`config.mk`:
```
export PLATFORM = sky130hd
export DESIGN_NAME = decode_stage
export DESIGN_NICKNAME = d
export VERILOG_FILES = /design/src/hdl/isa_pkg.sv /design/src/hdl/fetch_pkg.sv /design/src/hdl/decode_stage.sv
export SDC_FILE = /design/constraint.sdc
export NUM_CORES = 1
export LEC_CHECK = 0
export ABC_AREA = 0
export BUFFER_PORTS_ARGS = -buffer_cell sky130_fd_sc_hd__buf_2
export CAP_MARGIN = 20
export CORE_ASPECT_RATIO = 0.5
export CORE_MARGIN = 10
export CORE_UTILIZATION = 50
export DETAILED_ROUTE_END_ITERATION = 10
export PLACE_DENSITY_LB_ADDON = 0.15
export SETUP_SLACK_MARGIN = 0.1
export SLEW_MARGIN = 20
export SYNTH_ARGS = -nofsm -noshare
export SYNTH_HDL_FRONTEND = slang
export SYNTH_SLANG_ARGS = --single-unit
```
`constraint.sdc`:
```
create_clock -name clk -period 5.35 [get_ports clk]
set_clock_uncertainty 0.15 [all_clocks]
set_input_delay 0.2675 -clock clk [delete_from_list [all_inputs] [get_ports clk]]
set_output_delay 0.2675 -clock clk [all_outputs]
set_load 0.01 [all_outputs]
```
`src/hdl/isa_pkg.sv`:
```
`default_nettype none

package isa_pkg;

    // ~~~~~~~~~~~~~~~~~~~~
    // opcodes
    // ~~~~~~~~~~~~~~~~~~~~
    // only J and B change the flow, every other opcode falls through to pc plus 4.
    typedef enum logic [5:0] {
        OP_SPECIAL = 6'h00,               // register ops.
        OP_J       = 6'h02,               // absolute jump.
        OP_B       = 6'h04,               // beq $0, $0, always taken.
        OP_ADDIU   = 6'h09,
        OP_ORI     = 6'h0d,
        OP_LUI     = 6'h0f,
        OP_LW      = 6'h23,
        OP_SW      = 6'h2b
    } op_e;

    // ~~~~~~~~~~~~~~~~~~~~
    // instruction formats
    // ~~~~~~~~~~~~~~~~~~~~
    typedef struct packed {
        op_e         op;                  // 31:26.
        logic [25:0] target;              // word target inside the 256 MB region.
    } j_fmt_t;

    typedef struct packed {
        op_e                op;           // 31:26.
        logic [4:0]         rs;           // 25:21.
        logic [4:0]         rt;           // 20:16.
        logic signed [15:0] offset;       // word offset from pc plus 4.
    } i_fmt_t;

    // one fetched word, seen as a jump or as a branch by the opcode.
    typedef union packed {
        j_fmt_t j;
        i_fmt_t i;
    } inst_u;

endpackage

`default_nettype wire

```
`src/hdl/fetch_pkg.sv`:
```
`default_nettype none

package fetch_pkg;

    typedef logic [31:0] pc_t;            // byte address.

    localparam pc_t RESET_PC = 32'h0000_0000;

    // ~~~~~~~~~~~~~~~~~~~~
    // stage buses
    // ~~~~~~~~~~~~~~~~~~~~
    typedef struct packed {
        pc_t pc;
        pc_t pred_npc;                    // where pc_gen went next.
    } ps_to_fs_t;

    typedef struct packed {
        pc_t           pc;
        isa_pkg::inst_u inst;
        pc_t           pred_npc;
    } fs_to_ds_t;

    typedef struct packed {
        logic en;
        pc_t  target;
    } redirect_t;

    typedef struct packed {
        pc_t           pc;
        isa_pkg::inst_u inst;
    } retire_t;

    // ~~~~~~~~~~~~~~~~~~~~
    // predictor
    // ~~~~~~~~~~~~~~~~~~~~
    localparam int BTB_IDX_W = 4;
    localparam int BTB_TAG_W = 32 - BTB_IDX_W - 2;

    typedef struct packed {
        logic en;
        pc_t  pc;                         // pc of the J or B.
        pc_t  target;                     // resolved target.
    } bp_update_t;

    typedef struct packed {
        logic [BTB_TAG_W-1:0] tag;
        pc_t                  target;
    } btb_entry_t;

endpackage

`default_nettype wire

```
`src/hdl/decode_stage.sv`:
```
`timescale 1ns/100ps
`default_nettype none

module decode_stage (
    input  logic                   clk,
    input  logic                   reset,
    input  logic                   fs_valid,
    input  fetch_pkg::fs_to_ds_t   fs_bus,
    output logic                   ds_allowin,
    output fetch_pkg::redirect_t   redirect,
    output fetch_pkg::bp_update_t  bp_update,
    output logic                   out_valid,
    input  logic                   out_ready,
    output fetch_pkg::retire_t     out_data
);

    isa_pkg::inst_u     inst;
    fetch_pkg::pc_t     seq_pc;
    fetch_pkg::pc_t     true_npc;
    logic               is_j;
    logic               is_b;
    logic               ds_accept;
    logic               out_valid_q;
    fetch_pkg::retire_t out_q;

    // ~~~~~~~~~~~~~~~~~~~~
    // next pc
    // ~~~~~~~~~~~~~~~~~~~~
    assign inst   = fs_bus.inst;
    assign seq_pc = fs_bus.pc + 32'd4;
    assign is_j   = (inst.j.op == isa_pkg::OP_J);
    assign is_b   = (inst.i.op == isa_pkg::OP_B);

    always_comb begin
        if (is_j) begin
            true_npc = {seq_pc[31:28], inst.j.target, 2'b00};   // region of the delay pc.
        end else if (is_b) begin
            true_npc = seq_pc + {{14{inst.i.offset[15]}}, inst.i.offset, 2'b00};
        end else begin
            true_npc = seq_pc;
        end
    end

    // ~~~~~~~~~~~~~~~~~~~~
    // handshake
    // ~~~~~~~~~~~~~~~~~~~~
    assign ds_allowin = !out_valid_q || out_ready;
    assign ds_accept  = fs_valid && ds_allowin;

    // flow checks happen once, as the word enters decode.
    assign redirect = '{
        en:     ds_accept && (true_npc != fs_bus.pred_npc),
        target: true_npc
    };

    assign bp_update = '{
        en:     ds_accept && (is_j || is_b),
        pc:     fs_bus.pc,
        target: true_npc
    };

    // ~~~~~~~~~~~~~~~~~~~~
    // output register
    // ~~~~~~~~~~~~~~~~~~~~
    always_ff @(posedge clk) begin
        if (reset) begin
            out_valid_q <= 1'b0;
        end else if (ds_accept) begin
            out_valid_q <= 1'b1;
        end else if (out_ready) begin
            out_valid_q <= 1'b0;          // taken, nothing behind it.
        end
    end

    always_ff @(posedge clk) begin
        if (ds_accept) begin
            out_q <= '{pc: fs_bus.pc, inst: fs_bus.inst};
        end
    end

    assign out_valid = out_valid_q;
    assign out_data  = out_q;

endmodule

`default_nettype wire

```
Word level (Yosys, flattened, before mapping)
Index checks and enable logic that the tools add are counted.
Widths: inputs -> output; s select.
{ "classes": {"add_sub_neg": 2, "n_eq_ne": 3, "n_mux": 4, "n_reduce_logical": 7} }
{ "ops": {"columns": ["cell", "count"], "rows": [
  ["$mux 32", 2],
  ["$add 32x3->32 const B", 1],
  ["$add 32x32->32", 1],
  ["$ne 32x32->1", 1],
  ["$eq 6x2->1 const B", 1],
  ["$eq 6x3->1 const B", 1],
  ["$logic_and 1x1->1", 3],
  ["$logic_or 1x1->1", 2],
  ["$mux 1", 2],
  ["$reduce_bool 2->1", 1],
  ["$logic_not 1->1", 1]
]} }
{ "word_totals": {"regBits": 65, "in_bits": 100, "output_inout_bits": 164} }

Depth between registers and ports, before layout
{ "depth": {"word_depth": 6, "depth_mapped": 19, "ltp_nobuf": 18} }

Worst setup path before layout
No wires, ideal clock.
{ "synth_timing": {"kind": "input port to output port", "start": "in fs_bus[81] (netlist bit)", "end": "out redirect[32] (netlist bit)", "t_arrival_ns": 4.066, "t_required_ns": 4.933, "slack_ns": 0.866, "stages": 18, "path_cell_list": "nand3_2 > or4_4 > or2_4 > nor2b_2 > xor2_1 > ha_1 > buf_2 > and3_1 > nand2_1 > nor4_1 > a21bo_2 > nand3_1 > xnor2_1 > o21ai_0 > xor2_1 > or4_1 > a22oi_1 > nand2_1"} }
{ "synth_rtl": {"columns": ["element", "line", "text"], "rows": [
  ["start, declared", "decode_stage.sv:8", "input fetch_pkg::fs_to_ds_t fs_bus,"],
  ["end, declared", "decode_stage.sv:10", "output fetch_pkg::redirect_t redirect,"]
]} }

==> impl_metrics.ini <==
[logic_synthesis]
synth_enable_flop_cells = 64
yosysSeqAreaShare_pct = 30.7
synth.avg_cell_area_um2 = 8.75
ys_seq_elements = 65
ys_warn_count = 0
syn-num-nets = 860
ys_types = 77
async_flop_share_pct = 0
ys.flop_type = edfxtp_1
synthCells = 722
synth_area_um2 = 6320

[placement]
dp_hpwl_mm = 19.2
placed_cell_area_um2 = 7380
port_buffers = 263
dp.cells = 1078
globalplace.congestion = 0.953

[clock_tree]
cts_buffers = 9
path_clk_slew_ps = 60
clk_latency_ps = 330
cts_max_level = 3
cts_setup_buffers = 0
cts.path.max_buffers = 2
clockRootBuffer = clkbuf_16
cts_tree = done
cts.sinks = 65

[job]
cap_violations = 0

[final_layout]
final_common_cell = buf_2
postLayoutCellArea_um2 = 8000
fin_cells = 1117
drive_above_1_share_pct = 34.3
finish.utilization_pct = 66.2
fin_nets = 1084
final_cell_mix = buf_2 (263), edfxtp_1 (64), nand2_1 (58)
syn_to_final_growth_pct = 26.6

[min_path]
hold_path.class = in2reg

[setup_path]
cp-start-kind = primary input
critPathKind = in2out
cp.arrival_ps = 4620
critPathMaxFanout = 10
critPathSlowestCell = a2111o_1
end_kind = output port
cp_cell_sequence = buf_2, and4_1, nand4_1, buf_4, nor3_1, xor2_1, ha_1, a21o_1, a211o_1, or2_0, a211o_1, a41oi_2, xnor2_1, nand2_1, o221a_2, a2111o_1, o41ai_2, nand2_1, buf_2
required_ps = 4930
slowest_delay_ps = 420

[sta]
maxSlewViolCount = 0
fmax_ghz = 0.199
tightestPinTransition_ps = 966
finalCriticalPeriod_ps = 5030
slew_headroom_pct = 35.4
rsz0062_at_grt = false
hold_violations = 0
finalSetupViolations = 0
setup_tns_ps = 0
post-route-period-util_pct = 94.1

[detailed_routing]
post-route-drc-count = 0
drt-pass1-iter-count = 5
wl_mm = 24.1
vias = 6544
drt_iter0_drc = 717
ant_nets = 0
wire_per_inst_um = 21.6
via_per_inst = 5.86

[power_and_ir_drop]
power_frac_clock_pct = 37.3
combPwrFrac_pct = 31.5
p_seq_share_pct = 31.3
p_per_area_nw_per_um2 = 240
p_leak_nw = 3.56
switching_share_pct = 32.8
p_int_w = 0.00129
p_switching_w = 0.000629
p_total_w = 0.00192
peakVddDrop_mv = 0.135

[grt]
grt_pass1_wl_mm = 36.0
grt_overflow = 0
grt_usage_pct = 25.7
antenna_found_initial = 2
grt_pass1_vias = 6248
grt_max_degree = 48

[outcome]
outcome = finished clean

[die]
die_area_um2 = 17800
row_count = 28
die_w_um = 179
die_height_um = 99.5
initial_core_util_pct = 52.3
io_pins = 264
core_area_um2 = 12100
-- repair_timing --
action / 4_1_cts / 5_1_grt
hold buffers: 20 / 2
endpoints found under the setup margin: 1 / 1
pin swaps: 0 / 0
gates resized for setup: 1 / 8
hold endpoints to repair: 20 / 2
-- cell usage after synthesis, drive strengths merged (7+ instances only) --
library cell	n	share of area, %
buf	72	8.4
edfxtp	64	30
nand2	58	3.4
nor2	55	3.3
a21oi	41	3.2
ha	37	7.3
xor2	36	5.1
nand3	32	2.6
xnor2	30	4.2
o21ai	28	2.2
inv	26	1.5
nor3	18	1.6
clkbuf	16	0.97
a21o	13	1.5
nand4	13	1.3
a31oi	9	0.89
and3	9	0.89
o211ai	9	1.1
o22ai	9	0.89
and2	8	0.79
mux2i	8	1.3
nor2b	8	0.83
or2	8	0.83
a22oi	7	0.83
o21a	7	0.83
or3	7	0.71
-- path summary, 6_finish.rpt --
path,from,depth (start not counted),slack [ps],to
setup / recovery,fs_bus[68],19,320,redirect[32]
hold / removal,fs_bus[93],1,10,out_data[61]$_DFFE_PP_
setup reg to reg,out_valid$_SDFFE_PP0P_,3,3400,out_data[53]$_DFFE_PP_
hold reg to reg,out_valid$_SDFFE_PP0P_,2,410,out_valid$_SDFFE_PP0P_
-- kinds of logic after synthesis --
| logic type | count (synthesis) | share of synthesized area [%] |
|---|---|---|
| and+or+nand+nor | 249 | 20.3 |
| AOI/OAI and AO/OA | 182 | 19.9 |
| buffers and inverters | 114 | 10.9 |
| xor gates and xnor gates | 66 | 9.27 |
| DFF | 65 | 30.7 |
| adders and majority gates | 38 | 7.65 |
| muxes | 8 | 1.27 |
-- layout make-up --
cell class              count  area, um2
inverters                  26       97.6
repair buffers            301       1660
flip-flops and latches     65       1940
clock buffers               9        225
diodes                      1       2.50
fillers                  1042       4090
clock inverters             7        125
multi-input cells         543       3740
well taps                 165        206
-- per-layer routing --
| metal | wire length, um | up-vias | part of all wire (%) | global-route usage (%) |
|---|---|---|---|---|
| met1 | 10300 | 3086 | 43 | 34.4 |
| met2 | 11000 | 345 | 45 | 40.8 |
| met5 | 11 | - | 0.046 | 0 |
| met3 | 2470 | 27 | 10 | 6.94 |
| li1 | - | 3084 | - | - |
| met4 | 377 | 2 | 1.6 | 5.05 |
-- flip-flops by register name (all words and copies together) (netlist names) --
register / flops
out_data: 64
out_valid: 1
-- power by group through the flow --
stage | Combinational, W | Sequential (W) | Clock (W)
6_report | 0.000605 | 0.000601 | 0.000716
5_1_grt | 0.000657 | 0.000604 | 0.000747
4_1_cts | 0.000593 | 0.000601 | 0.000723
3_5_place_dp | 0.000577 | 0.000612 | 0
3_3_place_gp | 0.000575 | 0.000611 | 0
2_1_floorplan | 0.000359 | 0.000632 | 0
-- through the flow --
stage | setup slack (ps) | hold slack [ps]
after floorplan | 866 | 187
after detailed placement | 114 | 281
after global placement | 273 | 271
after CTS | 236 | 0.187
after global routing | 106 | 4.48
final | 317 | 14.2
-- critical path: cells and delay by family --
| kind | cells | cell delay (ps) |
|---|---|---|
| adder cells (fa/ha/maj) | 1 | 400 |
| buffers and inverters | 3 | 480 |
| AO/OA/AOI/OAI | 7 | 1880 |
| XOR/XNOR | 2 | 460 |
| AND/OR/NAND/NOR | 6 | 1120 |
Power figures use the tool's default switching activity.
