===== config.mk =====
export PLATFORM = sky130hd
export DESIGN_NAME = branch_predictor
export DESIGN_NICKNAME = d
export VERILOG_FILES = /design/src/hdl/isa_pkg.sv /design/src/hdl/fetch_pkg.sv /design/src/hdl/branch_predictor.sv
export SDC_FILE = /design/constraint.sdc
export NUM_CORES = 1
export LEC_CHECK = 0
export BUFFER_PORTS_ARGS = -buffer_cell sky130_fd_sc_hd__buf_2
export CAP_MARGIN = 20
export CORE_MARGIN = 3
export CORE_UTILIZATION = 35
export DETAILED_ROUTE_END_ITERATION = 10
export PLACE_DENSITY = 0.53
export SYNTH_ARGS = -nofsm -noshare
export SYNTH_HDL_FRONTEND = slang
export SYNTH_SLANG_ARGS = --single-unit

===== constraint.sdc =====
create_clock -name clk -period 9.2 [get_ports clk]
set_input_delay 2.3 -clock clk [delete_from_list [all_inputs] [get_ports clk]]
set_output_delay 2.3 -clock clk [all_outputs]
set_load 0.005 [all_outputs]

===== src/hdl/isa_pkg.sv =====
`default_nettype none

package isa_pkg;

    // ~~~~~~~~~~~~~~~~~~~~
    // opcodes
    // ~~~~~~~~~~~~~~~~~~~~
    // only J and B change the flow, every other opcode falls through to pc plus 4.
    typedef enum logic [5:0] {
        OP_SPECIAL = 6'h00,               // register ops.
        OP_J       = 6'h02,               // absolute jump.
        OP_B       = 6'h04,               // beq $0, $0, always taken.
        OP_ADDIU   = 6'h09,
        OP_ORI     = 6'h0d,
        OP_LUI     = 6'h0f,
        OP_LW      = 6'h23,
        OP_SW      = 6'h2b
    } op_e;

    // ~~~~~~~~~~~~~~~~~~~~
    // instruction formats
    // ~~~~~~~~~~~~~~~~~~~~
    typedef struct packed {
        op_e         op;                  // 31:26.
        logic [25:0] target;              // word target inside the 256 MB region.
    } j_fmt_t;

    typedef struct packed {
        op_e                op;           // 31:26.
        logic [4:0]         rs;           // 25:21.
        logic [4:0]         rt;           // 20:16.
        logic signed [15:0] offset;       // word offset from pc plus 4.
    } i_fmt_t;

    // one fetched word, seen as a jump or as a branch by the opcode.
    typedef union packed {
        j_fmt_t j;
        i_fmt_t i;
    } inst_u;

endpackage

`default_nettype wire


===== src/hdl/fetch_pkg.sv =====
`default_nettype none

package fetch_pkg;

    typedef logic [31:0] pc_t;            // byte address.

    localparam pc_t RESET_PC = 32'h0000_0000;

    // ~~~~~~~~~~~~~~~~~~~~
    // stage buses
    // ~~~~~~~~~~~~~~~~~~~~
    typedef struct packed {
        pc_t pc;
        pc_t pred_npc;                    // where pc_gen went next.
    } ps_to_fs_t;

    typedef struct packed {
        pc_t           pc;
        isa_pkg::inst_u inst;
        pc_t           pred_npc;
    } fs_to_ds_t;

    typedef struct packed {
        logic en;
        pc_t  target;
    } redirect_t;

    typedef struct packed {
        pc_t           pc;
        isa_pkg::inst_u inst;
    } retire_t;

    // ~~~~~~~~~~~~~~~~~~~~
    // predictor
    // ~~~~~~~~~~~~~~~~~~~~
    localparam int BTB_IDX_W = 4;
    localparam int BTB_TAG_W = 32 - BTB_IDX_W - 2;

    typedef struct packed {
        logic en;
        pc_t  pc;                         // pc of the J or B.
        pc_t  target;                     // resolved target.
    } bp_update_t;

    typedef struct packed {
        logic [BTB_TAG_W-1:0] tag;
        pc_t                  target;
    } btb_entry_t;

endpackage

`default_nettype wire


===== src/hdl/branch_predictor.sv =====
`timescale 1ns/100ps
`default_nettype none

module branch_predictor (
    input  logic                   clk,
    input  logic                   reset,
    input  fetch_pkg::pc_t         lookup_pc,
    output logic                   hit,
    output fetch_pkg::pc_t         target,
    input  fetch_pkg::bp_update_t  update
);

    localparam int IDX_W   = fetch_pkg::BTB_IDX_W;
    localparam int TAG_W   = fetch_pkg::BTB_TAG_W;
    localparam int ENTRIES = 2 ** IDX_W;

    logic [ENTRIES-1:0]    valid_q;
    fetch_pkg::btb_entry_t btb_q [ENTRIES];

    logic [IDX_W-1:0] rd_idx;
    logic [TAG_W-1:0] rd_tag;
    logic [IDX_W-1:0] wr_idx;
    logic [TAG_W-1:0] wr_tag;

    // ~~~~~~~~~~~~~~~~~~~~
    // lookup
    // ~~~~~~~~~~~~~~~~~~~~
    assign rd_idx = lookup_pc[IDX_W+1:2];
    assign rd_tag = lookup_pc[31:IDX_W+2];

    assign hit    = valid_q[rd_idx] && (btb_q[rd_idx].tag == rd_tag);
    assign target = btb_q[rd_idx].target;      // only meaningful on a hit.

    // ~~~~~~~~~~~~~~~~~~~~
    // update
    // ~~~~~~~~~~~~~~~~~~~~
    assign wr_idx = update.pc[IDX_W+1:2];
    assign wr_tag = update.pc[31:IDX_W+2];

    always_ff @(posedge clk) begin
        if (reset) begin
            valid_q <= '0;                // all entries start invalid.
        end else if (update.en) begin
            valid_q[wr_idx] <= 1'b1;
        end
    end

    // an aliasing pc simply replaces the old entry.
    always_ff @(posedge clk) begin
        if (update.en) begin
            btb_q[wr_idx] <= '{tag: wr_tag, target: update.target};
        end
    end

endmodule

`default_nettype wire


=== Word level (Yosys, flattened, before mapping) ===
Memories as Yosys holds them, arrays and structs flattened.
Cells that the tools add are included.

* Register bits after elaboration: 16
* RAM bits: 928
* Output and inout bits: 33
* Logic and storage cells: 15
* Memories kept: 1

* $lt $le $gt $ge: 3
* Equal/unequal tests: 1
* Muxes and demuxes: 6
* Bitwise gates (word level): 1
* Reduce and logical (&&, ||, !) cells: 2

{| class="wikitable"
|+ Memory list
! memory !! words !! bits a word !! rd ports !! clocked after Yosys merged registers in !! wr ports !! RTL line !! text
|-
| btb_q || 16 || 58 || 1 || 0 || 1 || branch_predictor.sv:18 || <nowiki>fetch_pkg::btb_entry_t btb_q [ENTRIES];</nowiki>
|}

{| class="wikitable"
|+ Operator list
! cell !! number
|-
| 26-bit == test || 1
|-
| 16-bit OR || 1
|-
| 4-bit by 5-bit less-than comparator with 1-bit output (second input constant) || 2
|-
| 1-bit binary-select mux with 4-bit select || 1
|-
| 1-bit demux with 4-bit select || 1
|-
| 4-bit by 1-bit greater-or-equal comparator with 1-bit output (second input constant) || 1
|-
| 1-bit two-way mux || 4
|-
| 1-bit logical AND || 2
|}

=== Longest topological paths before layout ===
Gate-level depths: netlist of the first run.

* Word-level depth: 5
* Gate-level depth with buffers: 11

=== Least setup slack after synthesis of the first run ===
Ideal clock, no wire load.

* Path type: in2reg
* Start: input update[36] in the netlist's numbering
* End: memory btb_q[0][0] in the netlist's numbering (enable)
* Library setup time: 548 ps
* Arrival time: 6810 ps
* Data required time: 8652 ps
* Path slack: 1841 ps
* Stages: 2
* Buffers on the path: 0
* Cells stage by stage: or3b_2 nor3_1

{| class="wikitable"
|+ RTL lines
! item !! RTL line !! text
|-
| from (decl) || branch_predictor.sv:10 || <nowiki>input fetch_pkg::bp_update_t update</nowiki>
|-
| to (decl) || branch_predictor.sv:18 ||
|}

Straight into the memory's write port.

=== Final worst setup path of the first run ===
* Start: input lookup_pc[2]
* End: output target[8]

* Longest elaborated chain between the ends: 1

{| class="wikitable"
|+ Ends and longest elaborated chain
! item !! RTL line !! text
|-
| from (decl) || branch_predictor.sv:7 || <nowiki>input fetch_pkg::pc_t lookup_pc,</nowiki>
|-
| memory 16 x 58 bit || n/a ||
|-
| to (decl) || branch_predictor.sv:9 || <nowiki>output fetch_pkg::pc_t target,</nowiki>
|}

Every way passes these cells.

==> impl_metrics.toml, run 1 <==
[global_route]
grt_max_degree = 130
track_usage_pct = 16.3
overflow = 0
grt_first_pass_wirelength_mm = 126
first_global_vias = 17600
antenna_found_initial = 23

[placed_design]
numPortBuffers = 127
dp_hpwl_mm = 46.5
gp_congestion = 0.790

[floorplanning]
core_um2 = 102000
io_pins = 132
die_h_um = 328
die_x_um = 328
rows = 117
initial_core_util_pct = 35.5
die-area_um2 = 108000

[timing]
fin_skew_ps = 0
slew_headroom_pct = 27.6
hold_viol = 0
fmax_mhz = 130
min_period_ps = 7700
setup_viol = 0
rsz0062_at_grt = "no"
worstMarginPinSlew_ps = 1080
slew_violations = 0
period_share_pct = 83.7
finalSetupTns_ps = 0

[clock_network]
cts_setup_buffers = 0
cts_sinks = 944
numCtsBuffers = 94
htreeDepth = 3
cts.reportedPaths.clkPinSlew_ps = 60
hold_buffers = 0
clk_path_buf_depth = 3
cts_root_buffer = "clkbuf_16"
cts_tree = "yes"
cts_resized = 0
clock_latency_ps = 640

[critical_path]
critPathMostFrequentCell = "mux4_2"
crit_path_end_kind = "primary output"
cp.depth = 6
reg2reg_depth = 2
path_buf_inv = 4
startpoint_type = "primary input"
path_max_fanout = 91
cp.arrival_ps = 5400
required_ps = 6900
crit_path_cell_trace = "buf_8, buf_12, buf_4, mux4_2, mux4_2, buf_2"
worstSetupPathType = "primary input to primary output"
path_delay_family = "buffers and inverters"
max_stage_delay_ps = 600
crit_path_top_delay_cell = "buf_12"

[logic_synthesis]
synth_top_cell_by_area = "edfxtp_1"
synth_nets = 1646
ys_warn_count = 0
synth_edf_count = 928
synth_seq_cells = 944
syn_inst = 1547
synth.distinct_cells = 58
ys_seq_area_share_pct = 77.7
synthTopCellsByArea = "edfxtp_1 77%, mux4_2 16%, dfxtp_1 0.88%"
syn_area_um2 = 36300
synth_ff_type = "edfxtp_1"
async_flop_share_pct = 0
syn_area_per_cell_um2 = 23.5
synth_top_area_share_pct = 76.8

[cells_and_area]
drive_above_1_share_pct = 33.0
final_cell_mix = "928 x edfxtp_1, 265 x mux4_2, 124 x buf_2"
fillers = 8962
postLayoutCoreUtil_pct = 40.8
final_common_cell = "edfxtp_1"
area.sequential_um2 = 28200
area_delta_synth_final_pct = 15.2
fin_nets = 1832
multiInputGateArea_um2 = 7750

[detailed_routing]
wl_per_cell_um = 27.4
drt_wl_total_mm = 87.2
vias_per_cell = 5.30
ant_nets = 0
drtPass1Iterations = 5
drc = 0
drt_iter0_drc = 1692
vias = 16900

[run_status]
status = "finished, final reports clean"

[min_path]
whs_path_depth = 2
hold_class = "register to register"

[power_and_ir_drop]
power_w = 0.00909
cellPowerDensity_nw_per_um2 = 218
cellLeakagePower_nw = 13.1
irDropWorstVdd_mv = 0.120

[flow_run]
drv_cap = 0
## final cells by class
class,count,share of cell area [%]
sequential,944,67.4
inverter,11,0.102
multi-input combinational,514,18.6
antenna,8,0.0479
clock inverter,56,1.32
tap,1368,4.10
clock buffer,118,5.94
timing repair buffer,168,2.50
## where the power goes
part | internal [W] | switching [W] | leakage, nW
clock network | 0.00217 | 0.00159 | 1.50
logic | 0.000208 | 0.000288 | 3.10
registers | 0.00481 | 0.0000176 | 8.51
## synthesized netlist by cell type, drive strengths merged, types with 5 or more instances
library cell / instances
a21oi: 5
a221oi: 8
a22oi: 6
buf: 46
clkbuf: 32
dfxtp: 16
edfxtp: 928
inv: 9
mux2i: 30
mux4: 265
nand2: 23
nand2b: 6
nor2: 54
nor3: 8
o21ai: 11
xnor2: 18
xor2: 10
## registers in the layout (all words and copies together) (netlist names)
signal   count
btb_q      928
valid_q     16
## through the flow
stage,hold slack (ps),area [µm²],std cells,setup slack [ps]
floorplan,435,36300,1547,1840
global placement,447,38700,3003,1340
detailed placement,459,38700,3004,1320
CTS,474,41800,3178,1320
global route,496,41800,3180,1180
finish,469,41800,3187,1500
## worst min-delay path: cells and delay by family, from the launching register on
kind	cells	cell delay, ps
simple gates	2	110
flops	1	330
## layer usage
layer / up-vias / part of all wire, % / GRT usage [%]
met5: - / 0.13 / 0
met4: 20 / 1.7 / 3.23
met3: 133 / 6.1 / 3.85
met2: 469 / 48 / 25.8
met1: 9249 / 44 / 23.1
li1: 7008 / - / -
## cells by family (layout without fill, tap and decap cells)
family / after synthesis / count (layout) / share of synthesized area [%]
flops: 944 / 944 / 77.7
simple gates: 122 / 122 / 1.60
buf+inv: 89 / 353 / 1.26
compound gates: 66 / 66 / 1.42
mux: 298 / 298 / 17.4
xor+xnor: 28 / 28 / 0.676
other cells: 0 / 8 / 0
## path summary, 6_finish.rpt
check                             startpoint  slack (ps)          end
worst max-delay path            lookup_pc[2]        1500    target[8]
worst min-delay path             valid_q[10]         470  valid_q[10]
worst max register to register    valid_q[3]        8600   valid_q[3]
worst min register to register   valid_q[10]         470  valid_q[10]
Power figures use the tool's default switching activity.
==> run 2, diff against run 1 <==
--- a/config.mk
+++ b/config.mk
@@ -10,7 +10,7 @@
 export CORE_MARGIN = 3
 export CORE_UTILIZATION = 35
 export DETAILED_ROUTE_END_ITERATION = 10
-export PLACE_DENSITY = 0.53
+export PLACE_DENSITY = 0.55
 export SYNTH_ARGS = -nofsm -noshare
 export SYNTH_HDL_FRONTEND = slang
 export SYNTH_SLANG_ARGS = --single-unit
==> constraint.sdc (replaced) <==
create_clock -name clk -period 6.45 [get_ports clk]
set_input_delay 1.6125 -clock clk [delete_from_list [all_inputs] [get_ports clk]]
set_output_delay 1.6125 -clock clk [all_outputs]
set_load 0.005 [all_outputs]
==> run 2 against run 1 <==
Effect of this change:
- routed wire length fell by 2.6%
- cell count rose by 0.35%
- sequential power rose by 43%
- clock power rose by 39%
- first-iteration DRC count fell by 0.35%
- clock skew did not move
- register-to-register slack got worse by 2800 ps
- flip-flop and latch count did not move
- non-clock buffer count rose by 13
- count of clock-buffer cells in the layout fell by 7
- critical path type unchanged
- largest cell class unchanged
==> impl_metrics.toml, run 2 (synthesized netlist as in run 1, its figures left out) <==
[run_status]
status = "finished, final reports clean"

[placed_design]
gp_congestion = 0.837
dp_hpwl_mm = 46.5
placed_area_um2 = 38900
numPortBuffers = 127

[detailed_routing]
drt_iter0_drc = 1686
drt_wl_total_mm = 85.0
drc = 0
vias_per_cell = 5.23
ant_nets = 0
wl_per_cell_um = 26.6
drtPass1Iterations = 5
vias = 16700

[timing]
fmax_mhz = 164
worstMarginPinSlew_ps = 921
setup_viol = 0
hold_viol = 0
period_share_pct = 94.4
slew_headroom_pct = 38.6
finalSetupTns_ps = 0
min_period_ps = 6090
fin_skew_ps = 0
slew_violations = 0
rsz0062_at_grt = "no"

[critical_path]
max_stage_delay_ps = 540
crit_path_end_kind = "primary output"
timing.rr.end = "valid_q[9]"
rrSetupSlack_ps = 5840
reg2reg_depth = 2
critPathLaunch = "lookup_pc[2]"
path_max_fanout = 31
cp-endpoint = "hit"
cp.arrival_ps = 4480
reg2reg_from = "valid_q[9]"
crit_path_top_delay_cell = "mux4_2"
startpoint_type = "primary input"
worstSetupPathType = "primary input to primary output"
crit_path_cell_trace = "buf_8, buf_4, mux4_2, xnor2_1, nand2_1, o311ai_0, nand4_1, nor4_1, and4b_1, buf_2"
required_ps = 4840

[clock_network]
clk_path_buf_depth = 3
cts_resized = 0
hold_buffers = 0
clock_latency_ps = 650
numCtsBuffers = 96
cts.reportedPaths.clkPinSlew_ps = 60
cts_root_buffer = "clkbuf_16"
cts_tree = "yes"
cts_setup_buffers = 0
cts_sinks = 944
htreeDepth = 3

[power_and_ir_drop]
cellPowerDensity_nw_per_um2 = 306
cellLeakagePower_nw = 13.1
irDropWorstVdd_mv = 0.223

[global_route]
antenna_found_initial = 23
grt_first_pass_wirelength_mm = 124
grt_max_degree = 129
track_usage_pct = 15.9
overflow = 0
first_global_vias = 17400

[cells_and_area]
drive_above_1_share_pct = 33.1
finalInstanceArea_um2 = 41900
final_cell_mix = "928 x edfxtp_1, 265 x mux4_2, 124 x buf_2"
postLayoutCoreUtil_pct = 40.9
reg.largest.list = "btb_q x928, valid_q x16"
regMostFlops = "btb_q"
final_common_cell = "edfxtp_1"
largest_reg_flops = 928
fillers = 8897
area_delta_synth_final_pct = 15.4
fin_nets = 1847

[flow_run]
drv_cap = 0

[floorplanning]
initial_core_util_pct = 35.5
die-area_um2 = 108000
die_x_um = 328
core_um2 = 102000
die_h_um = 328
rows = 117
io_pins = 132

[min_path]
min_from = "valid_q[6]"
hold_class = "register to register"
whs_path_depth = 2
-- run 2: cell count changes in the layout (fill, tap and decap cells not counted), moves of 4 or more --
cell,previous run,this run
clkinv_1,16,29
buf_4,35,43
clkbuf_8,5,1
buf_12,6,11
bufinv_16,9,5
clkbuf_1,20,15
diode_2,8,4
-- run 2: worst max-delay path, delay by kind of cell --
kind	cells	cell delay, ps
XOR/XNOR	1	160
AO/OA/AOI/OAI	1	470
AND/OR/NAND/NOR	4	870
multiplexers	1	540
buffers and inverters	3	780
-- run 2: layout make-up --
type / count / area, µm² / area share (%)
Tap cell: 1368 / 1710 / 4.09
Timing Repair Buffer: 181 / 1200 / 2.87
Inverter: 11 / 42.5 / 0.102
Clock buffer: 111 / 2460 / 5.87
Multi-Input combinational cell: 514 / 7760 / 18.5
Sequential cell: 944 / 28200 / 67.3
Antenna cell: 4 / 10.0 / 0.0239
Clock inverter: 65 / 504 / 1.20
-- run 2: worst min path at each step --
stage	endpoint	slack, ps
4_1_cts	valid_q[6]	470
5_1_grt	valid_q[10]	510
3_5_place_dp	valid_q[6]	460
3_3_place_gp	valid_q[7]	450
6_report	valid_q[6]	470
2_1_floorplan	valid_q[14]	430
-- run 2: power by group --
group,leakage [nW],total [W],switching [W],internal [W]
Clock,1.44,0.00523,0.00229,0.00294
Combinational,3.18,0.000713,0.000409,0.000304
Sequential,8.51,0.00689,0.0000247,0.00686
Total,13.1,0.0128,0.00273,0.0101
-- run 2: metal layers --
layer,up-vias,GRT usage (%),part of all wire [%]
met2,471,25.6,49
li1,7033,-,-
met5,-,0,0.14
met3,135,3.51,6.3
met1,9081,22.4,43
met4,16,3.13,1.8
-- run 2: through the flow --
| step | std cells | hold slack, ps | setup WS [ps] | power [W] |
|---|---|---|---|---|
| 6_report | 3198 | 467 | 359 | 0.0128 |
| 5_1_grt | 3194 | 508 | 4.56 | 0.0133 |
| 4_1_cts | 3194 | 472 | 275 | 0.0130 |
| 3_5_place_dp | 3018 | 459 | 289 | 0.00775 |
| 3_3_place_gp | 3018 | 447 | 233 | 0.00773 |
| 2_1_floorplan | 1547 | 435 | 78.9 | 0.00743 |
