==> config.mk <==
export PLATFORM = sky130hd
export DESIGN_NAME = pc_gen
export DESIGN_NICKNAME = d
export VERILOG_FILES = /design/src/hdl/isa_pkg.sv /design/src/hdl/fetch_pkg.sv /design/src/hdl/pc_gen.sv
export SDC_FILE = /design/constraint.sdc
export NUM_CORES = 1
export LEC_CHECK = 0
export BUFFER_PORTS_ARGS = -buffer_cell sky130_fd_sc_hd__buf_2
export CORE_UTILIZATION = 49
export DETAILED_ROUTE_END_ITERATION = 8
export PLACE_DENSITY_LB_ADDON = 0.1
export SLEW_MARGIN = 15
export SYNTH_ARGS = -nofsm -noshare
export SYNTH_HDL_FRONTEND = slang
export SYNTH_SLANG_ARGS = --single-unit
==> constraint.sdc <==
create_clock -name clk -period 3.6 [get_ports clk]
set_clock_uncertainty 0.1 [all_clocks]
set_input_delay 0 -clock clk [delete_from_list [all_inputs] [get_ports clk]]
set_output_delay 0 -clock clk [all_outputs]
set_load 0.005 [all_outputs]
==> src/hdl/isa_pkg.sv <==
`default_nettype none

package isa_pkg;

    // ~~~~~~~~~~~~~~~~~~~~
    // opcodes
    // ~~~~~~~~~~~~~~~~~~~~
    // only J and B change the flow, every other opcode falls through to pc plus 4.
    typedef enum logic [5:0] {
        OP_SPECIAL = 6'h00,               // register ops.
        OP_J       = 6'h02,               // absolute jump.
        OP_B       = 6'h04,               // beq $0, $0, always taken.
        OP_ADDIU   = 6'h09,
        OP_ORI     = 6'h0d,
        OP_LUI     = 6'h0f,
        OP_LW      = 6'h23,
        OP_SW      = 6'h2b
    } op_e;

    // ~~~~~~~~~~~~~~~~~~~~
    // instruction formats
    // ~~~~~~~~~~~~~~~~~~~~
    typedef struct packed {
        op_e         op;                  // 31:26.
        logic [25:0] target;              // word target inside the 256 MB region.
    } j_fmt_t;

    typedef struct packed {
        op_e                op;           // 31:26.
        logic [4:0]         rs;           // 25:21.
        logic [4:0]         rt;           // 20:16.
        logic signed [15:0] offset;       // word offset from pc plus 4.
    } i_fmt_t;

    // one fetched word, seen as a jump or as a branch by the opcode.
    typedef union packed {
        j_fmt_t j;
        i_fmt_t i;
    } inst_u;

endpackage

`default_nettype wire

==> src/hdl/fetch_pkg.sv <==
`default_nettype none

package fetch_pkg;

    typedef logic [31:0] pc_t;            // byte address.

    localparam pc_t RESET_PC = 32'h0000_0000;

    // ~~~~~~~~~~~~~~~~~~~~
    // stage buses
    // ~~~~~~~~~~~~~~~~~~~~
    typedef struct packed {
        pc_t pc;
        pc_t pred_npc;                    // where pc_gen went next.
    } ps_to_fs_t;

    typedef struct packed {
        pc_t           pc;
        isa_pkg::inst_u inst;
        pc_t           pred_npc;
    } fs_to_ds_t;

    typedef struct packed {
        logic en;
        pc_t  target;
    } redirect_t;

    typedef struct packed {
        pc_t           pc;
        isa_pkg::inst_u inst;
    } retire_t;

    // ~~~~~~~~~~~~~~~~~~~~
    // predictor
    // ~~~~~~~~~~~~~~~~~~~~
    localparam int BTB_IDX_W = 4;
    localparam int BTB_TAG_W = 32 - BTB_IDX_W - 2;

    typedef struct packed {
        logic en;
        pc_t  pc;                         // pc of the J or B.
        pc_t  target;                     // resolved target.
    } bp_update_t;

    typedef struct packed {
        logic [BTB_TAG_W-1:0] tag;
        pc_t                  target;
    } btb_entry_t;

endpackage

`default_nettype wire

==> src/hdl/pc_gen.sv <==
`timescale 1ns/100ps
`default_nettype none

module pc_gen (
    input  logic                  clk,
    input  logic                  reset,
    input  logic                  fs_allowin,
    input  fetch_pkg::redirect_t  redirect,
    input  logic                  bp_hit,
    input  fetch_pkg::pc_t        bp_target,
    output fetch_pkg::pc_t        lookup_pc,
    output logic                  ps_valid,
    output fetch_pkg::ps_to_fs_t  ps_bus
);

    fetch_pkg::pc_t pc_q;                 // address on offer to fetch.
    logic           valid_q;
    fetch_pkg::pc_t pred_npc;
    logic           ps_go;

    // the btb answers in the same cycle.
    assign lookup_pc = pc_q;
    assign pred_npc  = bp_hit ? bp_target : pc_q + 32'd4;

    assign ps_go    = valid_q && fs_allowin;   // fetch takes the address.
    assign ps_valid = valid_q;
    assign ps_bus   = '{pc: pc_q, pred_npc: pred_npc};

    always_ff @(posedge clk) begin
        if (reset) begin
            valid_q <= 1'b0;
        end else begin
            valid_q <= 1'b1;              // one idle cycle out of reset.
        end
    end

    // a redirect from decode wins over the prediction.
    always_ff @(posedge clk) begin
        if (reset) begin
            pc_q <= fetch_pkg::RESET_PC;
        end else if (redirect.en) begin
            pc_q <= redirect.target;
        end else if (ps_go) begin
            pc_q <= pred_npc;
        end
    end

endmodule

`default_nettype wire

# ---- Yosys cells after proc, flatten, opt, wreduce, memory -nomap -nowiden
# Cells that the tools add are included.
dict set report classes {
  addsub 1
  multipliers 0
  div 0
  n_lt_le_gt_ge 0
  n_eq_ne 0
  n_shift 0
  muxes 4
  n_bitwise 0
  n_reduce_logical 2
}
# op count
set ops {}
lappend ops {{32-bit 2-to-1 mux} 3}
lappend ops {{32-bit by 3-bit adder with 32-bit output, second input constant} 1}
lappend ops {{2-bit nonzero test} 1}
lappend ops {{1-bit logical AND} 1}
lappend ops {{1-bit 2-to-1 mux} 1}
dict set report word_totals {
  register_bits 33
  latchBits 0
  ramBits 0
  mem_bits_ro 0
  inputBits 69
  out_inout_bits 97
  word_cells 9
  n_memories 0
}

# ---- Depth between registers and ports, before layout
# Gate-level depths: netlist of run 1.
dict set report depth {
  ltp_word 4
  mapped_depth 7
}

# ---- Least setup slack after synthesis of run 1
# Ideal clock, no wire load.
dict set report synth_timing {
  kind {register to register}
  from {register pc_q[18] (netlist: lookup_pc[18])}
  to {register pc_q[31] (netlist: lookup_pc[31])}
  setup_ns 0.138
  arrival_time_ns 2.075
  path_slack_ns 1.288
  path_stages_with_launch 8
  path_buffers 2
  synth_period_minus_slack_ns 2.312
  path_cell_list {dfxtp_1 > buf_4 > nand4_2 > or4_1 > buf_2 > or4_4 > o2111ai_2 > o221ai_1}
}
dict set report synth_between {
  elab_chain_cells 4
}
# element line_no
set synth_lines {}
lappend synth_lines {{from (decl)} pc_gen.sv:16} ;# fetch_pkg::pc_t pc_q;
lappend synth_lines {{from (signal assigned)} pc_gen.sv:40} ;# pc_q <= fetch_pkg::RESET_PC;
lappend synth_lines {{from (signal assigned)} pc_gen.sv:42} ;# pc_q <= redirect.target;
lappend synth_lines {{from (signal assigned)} pc_gen.sv:44} ;# pc_q <= pred_npc;
lappend synth_lines {{32-bit by 3-bit adder with 32-bit output} pc_gen.sv:23} ;# assign pred_npc = bp_hit ? bp_target : pc_q + 32'd4;
lappend synth_lines {{32-bit 2-to-1 mux} pc_gen.sv:23}
lappend synth_lines {{32-bit 2-to-1 mux} pc_gen.sv:43} ;# end else if (ps_go) begin
lappend synth_lines {{32-bit 2-to-1 mux} pc_gen.sv:41} ;# end else if (redirect.en) begin
# No other way between the ends. The select of a mux whose other input is x is not followed.
# A chain may end at the register's enable or synchronous reset.

# ---- Worst setup path after layout of run 1
dict set report layout_timing {
  from {register pc_q[5] (netlist: lookup_pc[5])}
  to {register pc_q[22] (netlist: lookup_pc[22])}
}
# The elaborated chain is that of the path after synthesis.

==> results.py, run 1 <==
metrics = {
    "run_status": {
        "status": "completed",
    },
    "final_layout": {
        "nets": 648,
        "n_fill_cell": 535,
        "post-route-util": 0.686,
        "antenna_cells": 0,
        "area_delta_synth_final_pct": 34.0,
        "fin_cells": 654,
        "drive_gt1_frac": 0.340,
        "final_common_cell": "buf_2",
        "mostFrequentLayoutCells": "165 x buf_2, 55 x nand2_1, 38 x dlygate4sd3_1",
    },
    "sta": {
        "rsz0062_at_grt": "no",
        "fin_crit_sh": 0.894,
        "slew_viol_final": 0,
        "period_minus_slack_ns": 3.22,
        "worstMarginPinSlew_ns": 0.773,
        "hold_slack_ns": 0.0141,
        "fmax_ghz": 0.311,
        "setup_violations": 0,
        "relSlewSlack": 0.483,
        "finalSetupTns_ns": 0,
        "hold_viol_final": 0,
    },
    "critical_path": {
        "path_class": "reg2reg",
        "crit_chain": "nand4_2 > or4_1 > o311ai_0 > nand2_1 > a22o_1 > dlygate4sd3_1",
        "reg2reg_slack_ns": 0.38,
        "cp-start-kind": "flip-flop",
        "arrival_ns": 3.29,
        "worstPathRequired_ns": 3.68,
        "slowest_delay_ns": 0.80,
        "critPathBufInv": 1,
        "worstSetupEndpointType": "flip-flop",
        "critical_path.top_delay_family": "simple AND/OR/NAND/NOR gates",
        "cp_max_fo": 15,
        "crit_slowest_cell": "or4_1",
    },
    "placed_design": {
        "hpwl_um": 6720,
        "io_buffers": 165,
        "place_congestion": 0.850,
        "dpl.cell_count": 608,
    },
    "yosys": {
        "ys_seq_elements": 33,
        "syn-num-nets": 500,
        "ys_seq_area_frac": 0.215,
        "synth_ff_type": "dfxtp_1",
        "synth_cell_types": 49,
        "synth-edff-count": 0,
        "syn-instance-count": 430,
        "synth.avg_cell_area_um2": 7.14,
        "synthArstFlopShare": 0,
        "ys_warn_count": 0,
        "netlist_area_um2": 3070,
    },
    "floorplan": {
        "fp.dieW_um": 81.1,
        "start_util": 0.512,
        "rows": 28,
        "pin_count": 166,
        "die_area_um2": 6580,
        "core-area_um2": 5990,
        "dieHeight_um": 81.1,
    },
    "pwr": {
        "power.density_nw_per_um2": 254,
        "vdd_drop_max_uv": 202,
        "p_leak_uw": 0.00189,
        "p_int_uw": 700,
        "p_sw_uw": 343,
        "p_seq_frac": 0.423,
        "pwr-share-comb": 0.313,
        "swShare": 0.329,
        "clockPowerShare": 0.264,
    },
    "clock_network": {
        "cts.sinks": 33,
        "cts_tree": "done",
        "cts_buffers": 5,
        "htree_levels": 2,
        "clk_pin_slew_ns": 0.07,
        "post_cts_resized": 0,
        "clockBufferDepth": 2,
        "clk_latency_ns": 0.29,
        "ctsRootBufferMaster": "clkbuf_8",
    },
    "global_route": {
        "grtUsageTotal": 0.303,
        "grt_overflow_total": 0,
        "grt_pass1_wl_um": 15400,
        "grt_max_degree": 40,
        "grt_pass1_vias": 3234,
        "antenna_found_initial": 0,
    },
    "worst_hold_path": {
        "hp-class": "in2reg",
    },
    "drt": {
        "remaining_drc_errors": 0,
        "antenna_left": 0,
        "drt-total-wl_um": 9960,
        "drtIter0Drc": 216,
        "vias_per_cell": 5.61,
        "wl_per_cell_um": 15.2,
        "num_vias": 3667,
        "first_pass_iters": 4,
    },
    "run": {
        "max-cap-violations": 0,
    },
}
## state kept, by name (all words and copies together), names as in the netlist
register   flops
ps_valid       1
lookup_pc     32
## layout make-up
class / instances / area [um2] / share of cell area
multi-input combinational: 313 / 1970 / 0.478
timing repair buffer: 209 / 1250 / 0.304
tap: 75 / 93.8 / 0.0228
sequential: 33 / 661 / 0.161
inverter: 16 / 60.1 / 0.0146
clock buffer: 8 / 80.1 / 0.0195
## final timing paths
check                                   start  cells past startpoint             to
worst max-delay path             lookup_pc[5]                      6  lookup_pc[22]
worst min-delay path            bp_target[14]                      5  lookup_pc[14]
worst max register to register   lookup_pc[5]                      6  lookup_pc[22]
worst min register to register  lookup_pc[31]                      2  lookup_pc[31]
## metal layers
layer,up-vias,global-route usage,wire length [um]
li1,1820,-,-
met1,1655,0.381,4220
met2,173,0.518,4830
met3,19,0.0596,756
met4,0,0.0929,161
met5,-,0,0
## cell families (layout without fill, tap and decap cells)
family	count (synthesis)	count (layout)	share of synthesized area
AO/OA/AOI/OAI	102	102	0.219
XOR/XNOR	21	21	0.0599
adder cells (fa/ha/maj)	1	1	0.00408
buffers and inverters	84	233	0.145
flip-flops	33	33	0.215
multiplexers	23	23	0.0799
AND/OR/NAND/NOR	166	166	0.278
## worst reg2reg max path, cell delays in order, from the launching register on
cell and delay, ns:
dfxtp_1 0.49, nand4_2 0.39, or4_1 0.81, o311ai_0 0.42, nand2_1 0.12, a22o_1 0.23, dlygate4sd3_1 0.56
## power by group through the flow
stage | clock [uW] | combinational, uW | sequential [uW]
after floorplan | 0 | 195 | 432
after global placement | 0 | 289 | 445
after detailed placement | 0 | 291 | 448
after CTS | 278 | 324 | 440
after global routing | 294 | 363 | 447
final | 276 | 326 | 441
## cells in the mapped netlist, types with 2 or more instances
master / instances / share of area
buf_2: 3 / 0.0049
a32oi_1: 3 / 0.0086
o2bb2ai_1: 2 / 0.0057
nand3b_1: 4 / 0.0098
nor2b_1: 2 / 0.0041
a221oi_1: 6 / 0.017
a21o_1: 4 / 0.0098
or3_1: 2 / 0.0041
inv_1: 16 / 0.020
nand4b_1: 2 / 0.0057
nor2_1: 28 / 0.034
nand4_2: 2 / 0.0082
or4_1: 8 / 0.020
mux2i_1: 11 / 0.036
clkbuf_1: 29 / 0.035
nor3_1: 12 / 0.020
nor4_1: 11 / 0.022
a21oi_1: 27 / 0.044
mux2_2: 12 / 0.044
o31ai_1: 3 / 0.0073
and2_1: 5 / 0.010
and3_1: 3 / 0.0061
a31oi_1: 3 / 0.0061
a22o_1: 4 / 0.011
and4_1: 2 / 0.0057
xnor2_1: 15 / 0.043
a311oi_1: 6 / 0.017
buf_4: 33 / 0.081
a211oi_1: 11 / 0.027
xor2_1: 6 / 0.017
buf_1: 2 / 0.0024
nand4_1: 6 / 0.012
nand3_1: 18 / 0.029
o21ai_0: 26 / 0.042
dfxtp_1: 33 / 0.22
or2_2: 3 / 0.0061
nand2_1: 55 / 0.067
## metrics by stage
step | worst slack [ns] | area [um2] | total power (uW)
after global placement | 1.00 | 3650 | 734
after floorplan | 1.29 | 3070 | 626
final | 0.381 | 4110 | 1040
after CTS | 0.429 | 4110 | 1040
after detailed placement | 0.921 | 3650 | 739
after global routing | 0.222 | 4110 | 1100
## repair_timing
| item | in CTS | in global routing |
|---|---|---|
| hold buffers | 38 | 0 |
| buffers inserted | 0 | 0 |
| hold endpoints to repair | 32 | 0 |
Note: power is estimated with default switching activity, not from simulation.
==> inputs of run 2 (changes only) <==
--- a/config.mk
+++ b/config.mk
@@ -6,9 +6,11 @@
 export NUM_CORES = 1
 export LEC_CHECK = 0
 export BUFFER_PORTS_ARGS = -buffer_cell sky130_fd_sc_hd__buf_2
+export CORE_ASPECT_RATIO = 2
 export CORE_UTILIZATION = 49
 export DETAILED_ROUTE_END_ITERATION = 8
 export PLACE_DENSITY_LB_ADDON = 0.1
+export SETUP_SLACK_MARGIN = 0.4
 export SLEW_MARGIN = 15
 export SYNTH_ARGS = -nofsm -noshare
 export SYNTH_HDL_FRONTEND = slang
==> results.py, run 2 (synthesized netlist as in run 1, its figures left out) <==
metrics = {
    "global_route": {
        "grt_pass1_vias": 3598,
        "antenna_found_initial": 0,
        "grt_max_degree": 39,
        "grt_pass1_wl_um": 16400,
        "grt_overflow_total": 0,
        "grtUsageTotal": 0.317,
    },
    "drt": {
        "num_vias": 3729,
        "wl_per_cell_um": 16.4,
        "top_layer": "met4",
        "dr_wl_met2_um": 5870,
        "met1_length_um": 3730,
        "first_pass_iters": 6,
        "drtIter0Drc": 209,
        "antenna_left": 0,
        "drt-total-wl_um": 10400,
        "remaining_drc_errors": 10,
        "vias_per_cell": 5.85,
        "wl_met3_um": 498,
    },
    "critical_path": {
        "cp-start-kind": "flip-flop",
        "worstPathRequired_ns": 3.50,
        "critPathBufInv": 1,
        "path_class": "reg2out",
        "slowest_delay_ns": 0.91,
        "arrival_ns": 2.86,
        "worstSetupEndpointType": "output pin",
        "cp_max_fo": 15,
        "crit_slowest_cell": "nor4_1",
        "crit_chain": "nand4_4 > nor4_1 > nand3_1 > xnor2_1 > mux2_2 > buf_2",
        "critical_path.top_delay_family": "simple AND/OR/NAND/NOR gates",
    },
    "pwr": {
        "p_leak_uw": 0.00189,
        "power.density_nw_per_um2": 286,
        "vdd_drop_max_uv": 250,
    },
    "run": {
        "max-cap-violations": 0,
    },
    "sta": {
        "finalSetupTns_ns": 0,
        "hold_viol_final": 1,
        "slew_viol_final": 0,
        "fmax_ghz": 0.338,
        "setup_violations": 0,
        "rsz0062_at_grt": "no",
        "period_minus_slack_ns": 2.96,
        "worstMarginPinSlew_ns": 0.993,
        "fin_crit_sh": 0.823,
        "hold_slack_ns": -0.000189,
        "relSlewSlack": 0.332,
    },
    "placed_design": {
        "place_congestion": 0.915,
        "placed_cell_area_um2": 3640,
        "hpwl_um": 7310,
        "io_buffers": 165,
    },
    "final_layout": {
        "drive_gt1_frac": 0.347,
        "final_common_cell": "buf_2",
        "nets": 643,
        "post-route-util": 0.685,
        "mostFrequentLayoutCells": "165 x buf_2, 55 x nand2_1, 33 x dfxtp_1",
        "largest_reg_flops": 32,
        "area_delta_synth_final_pct": 34.0,
        "antenna_cells": 0,
        "design_area_um2": 4110,
    },
    "clock_network": {
        "ctsRootBufferMaster": "clkbuf_16",
        "cts.sinks": 33,
        "htree_levels": 2,
        "cts_tree": "done",
        "clk_latency_ns": 0.27,
        "cts_buffers": 5,
        "postCtsSetupRepairBufs": 0,
        "clk_pin_slew_ns": 0.05,
        "clockBufferDepth": 2,
    },
    "worst_hold_path": {
        "hp-class": "in2reg",
    },
    "run_status": {
        "status": "finished, violations left",
        "violations": "design-rule violations, negative hold slack",
    },
    "floorplan": {
        "dieHeight_um": 114,
        "pin_count": 166,
        "die_area_um2": 6600,
        "start_util": 0.511,
        "rows": 40,
        "fp.dieW_um": 58.0,
        "core-area_um2": 6010,
    },
}
[run 2: metal layers]
metal,track usage,vias to the layer above
li1,-,1804
met1,0.317,1752
met2,0.617,147
met3,0.0454,26
met4,0.138,0
met5,0,-
[run 2: cell type report]
cell class	count	area [um2]
clock buffers	8	136
fillers	552	1890
inverters	16	60.1
flip-flops and latches	33	661
multi-input cells	313	1980
repair buffers	204	1200
well taps	63	78.8
[run 2: final timing paths]
path,slack [ns],cells after the start,end,startpoint
max reg2reg,0.70,6,lookup_pc[22],lookup_pc[4]
min reg2reg,0.52,2,lookup_pc[31],lookup_pc[31]
min,-0.0002,4,lookup_pc[7],redirect[7]
max,0.64,6,ps_bus[27],lookup_pc[4]
[run 2: tightest hold or removal path, delay by kind of cell]
kind	cells	cell delay (ns)
compound gates	2	0.22
buf+inv	1	0.07
simple gates	1	0.04
[run 2: power breakdown]
part           internal [uW]  switching (uW)
Combinational            170             159
Clock                    257             150
Sequential               391            51.8
Total                    818             360
[run 2: timing repair]
action / CTS / global route
endpoints found under the hold margin: 29 / 0
resized for setup: 0 / 2
setup endpoints to repair: 0 / 3
hold buffers: 32 / 0
[run 2: metrics by stage]
| stage | cells | power [uW] | setup slack (ns) |
|---|---|---|---|
| 3_3_place_gp | 597 | 739 | 0.946 |
| 3_5_place_dp | 597 | 745 | 0.907 |
| 4_1_cts | 637 | 1180 | 0.501 |
| 2_1_floorplan | 430 | 626 | 1.29 |
| 5_1_grt | 637 | 1240 | 0.506 |
| 6_report | 637 | 1180 | 0.637 |
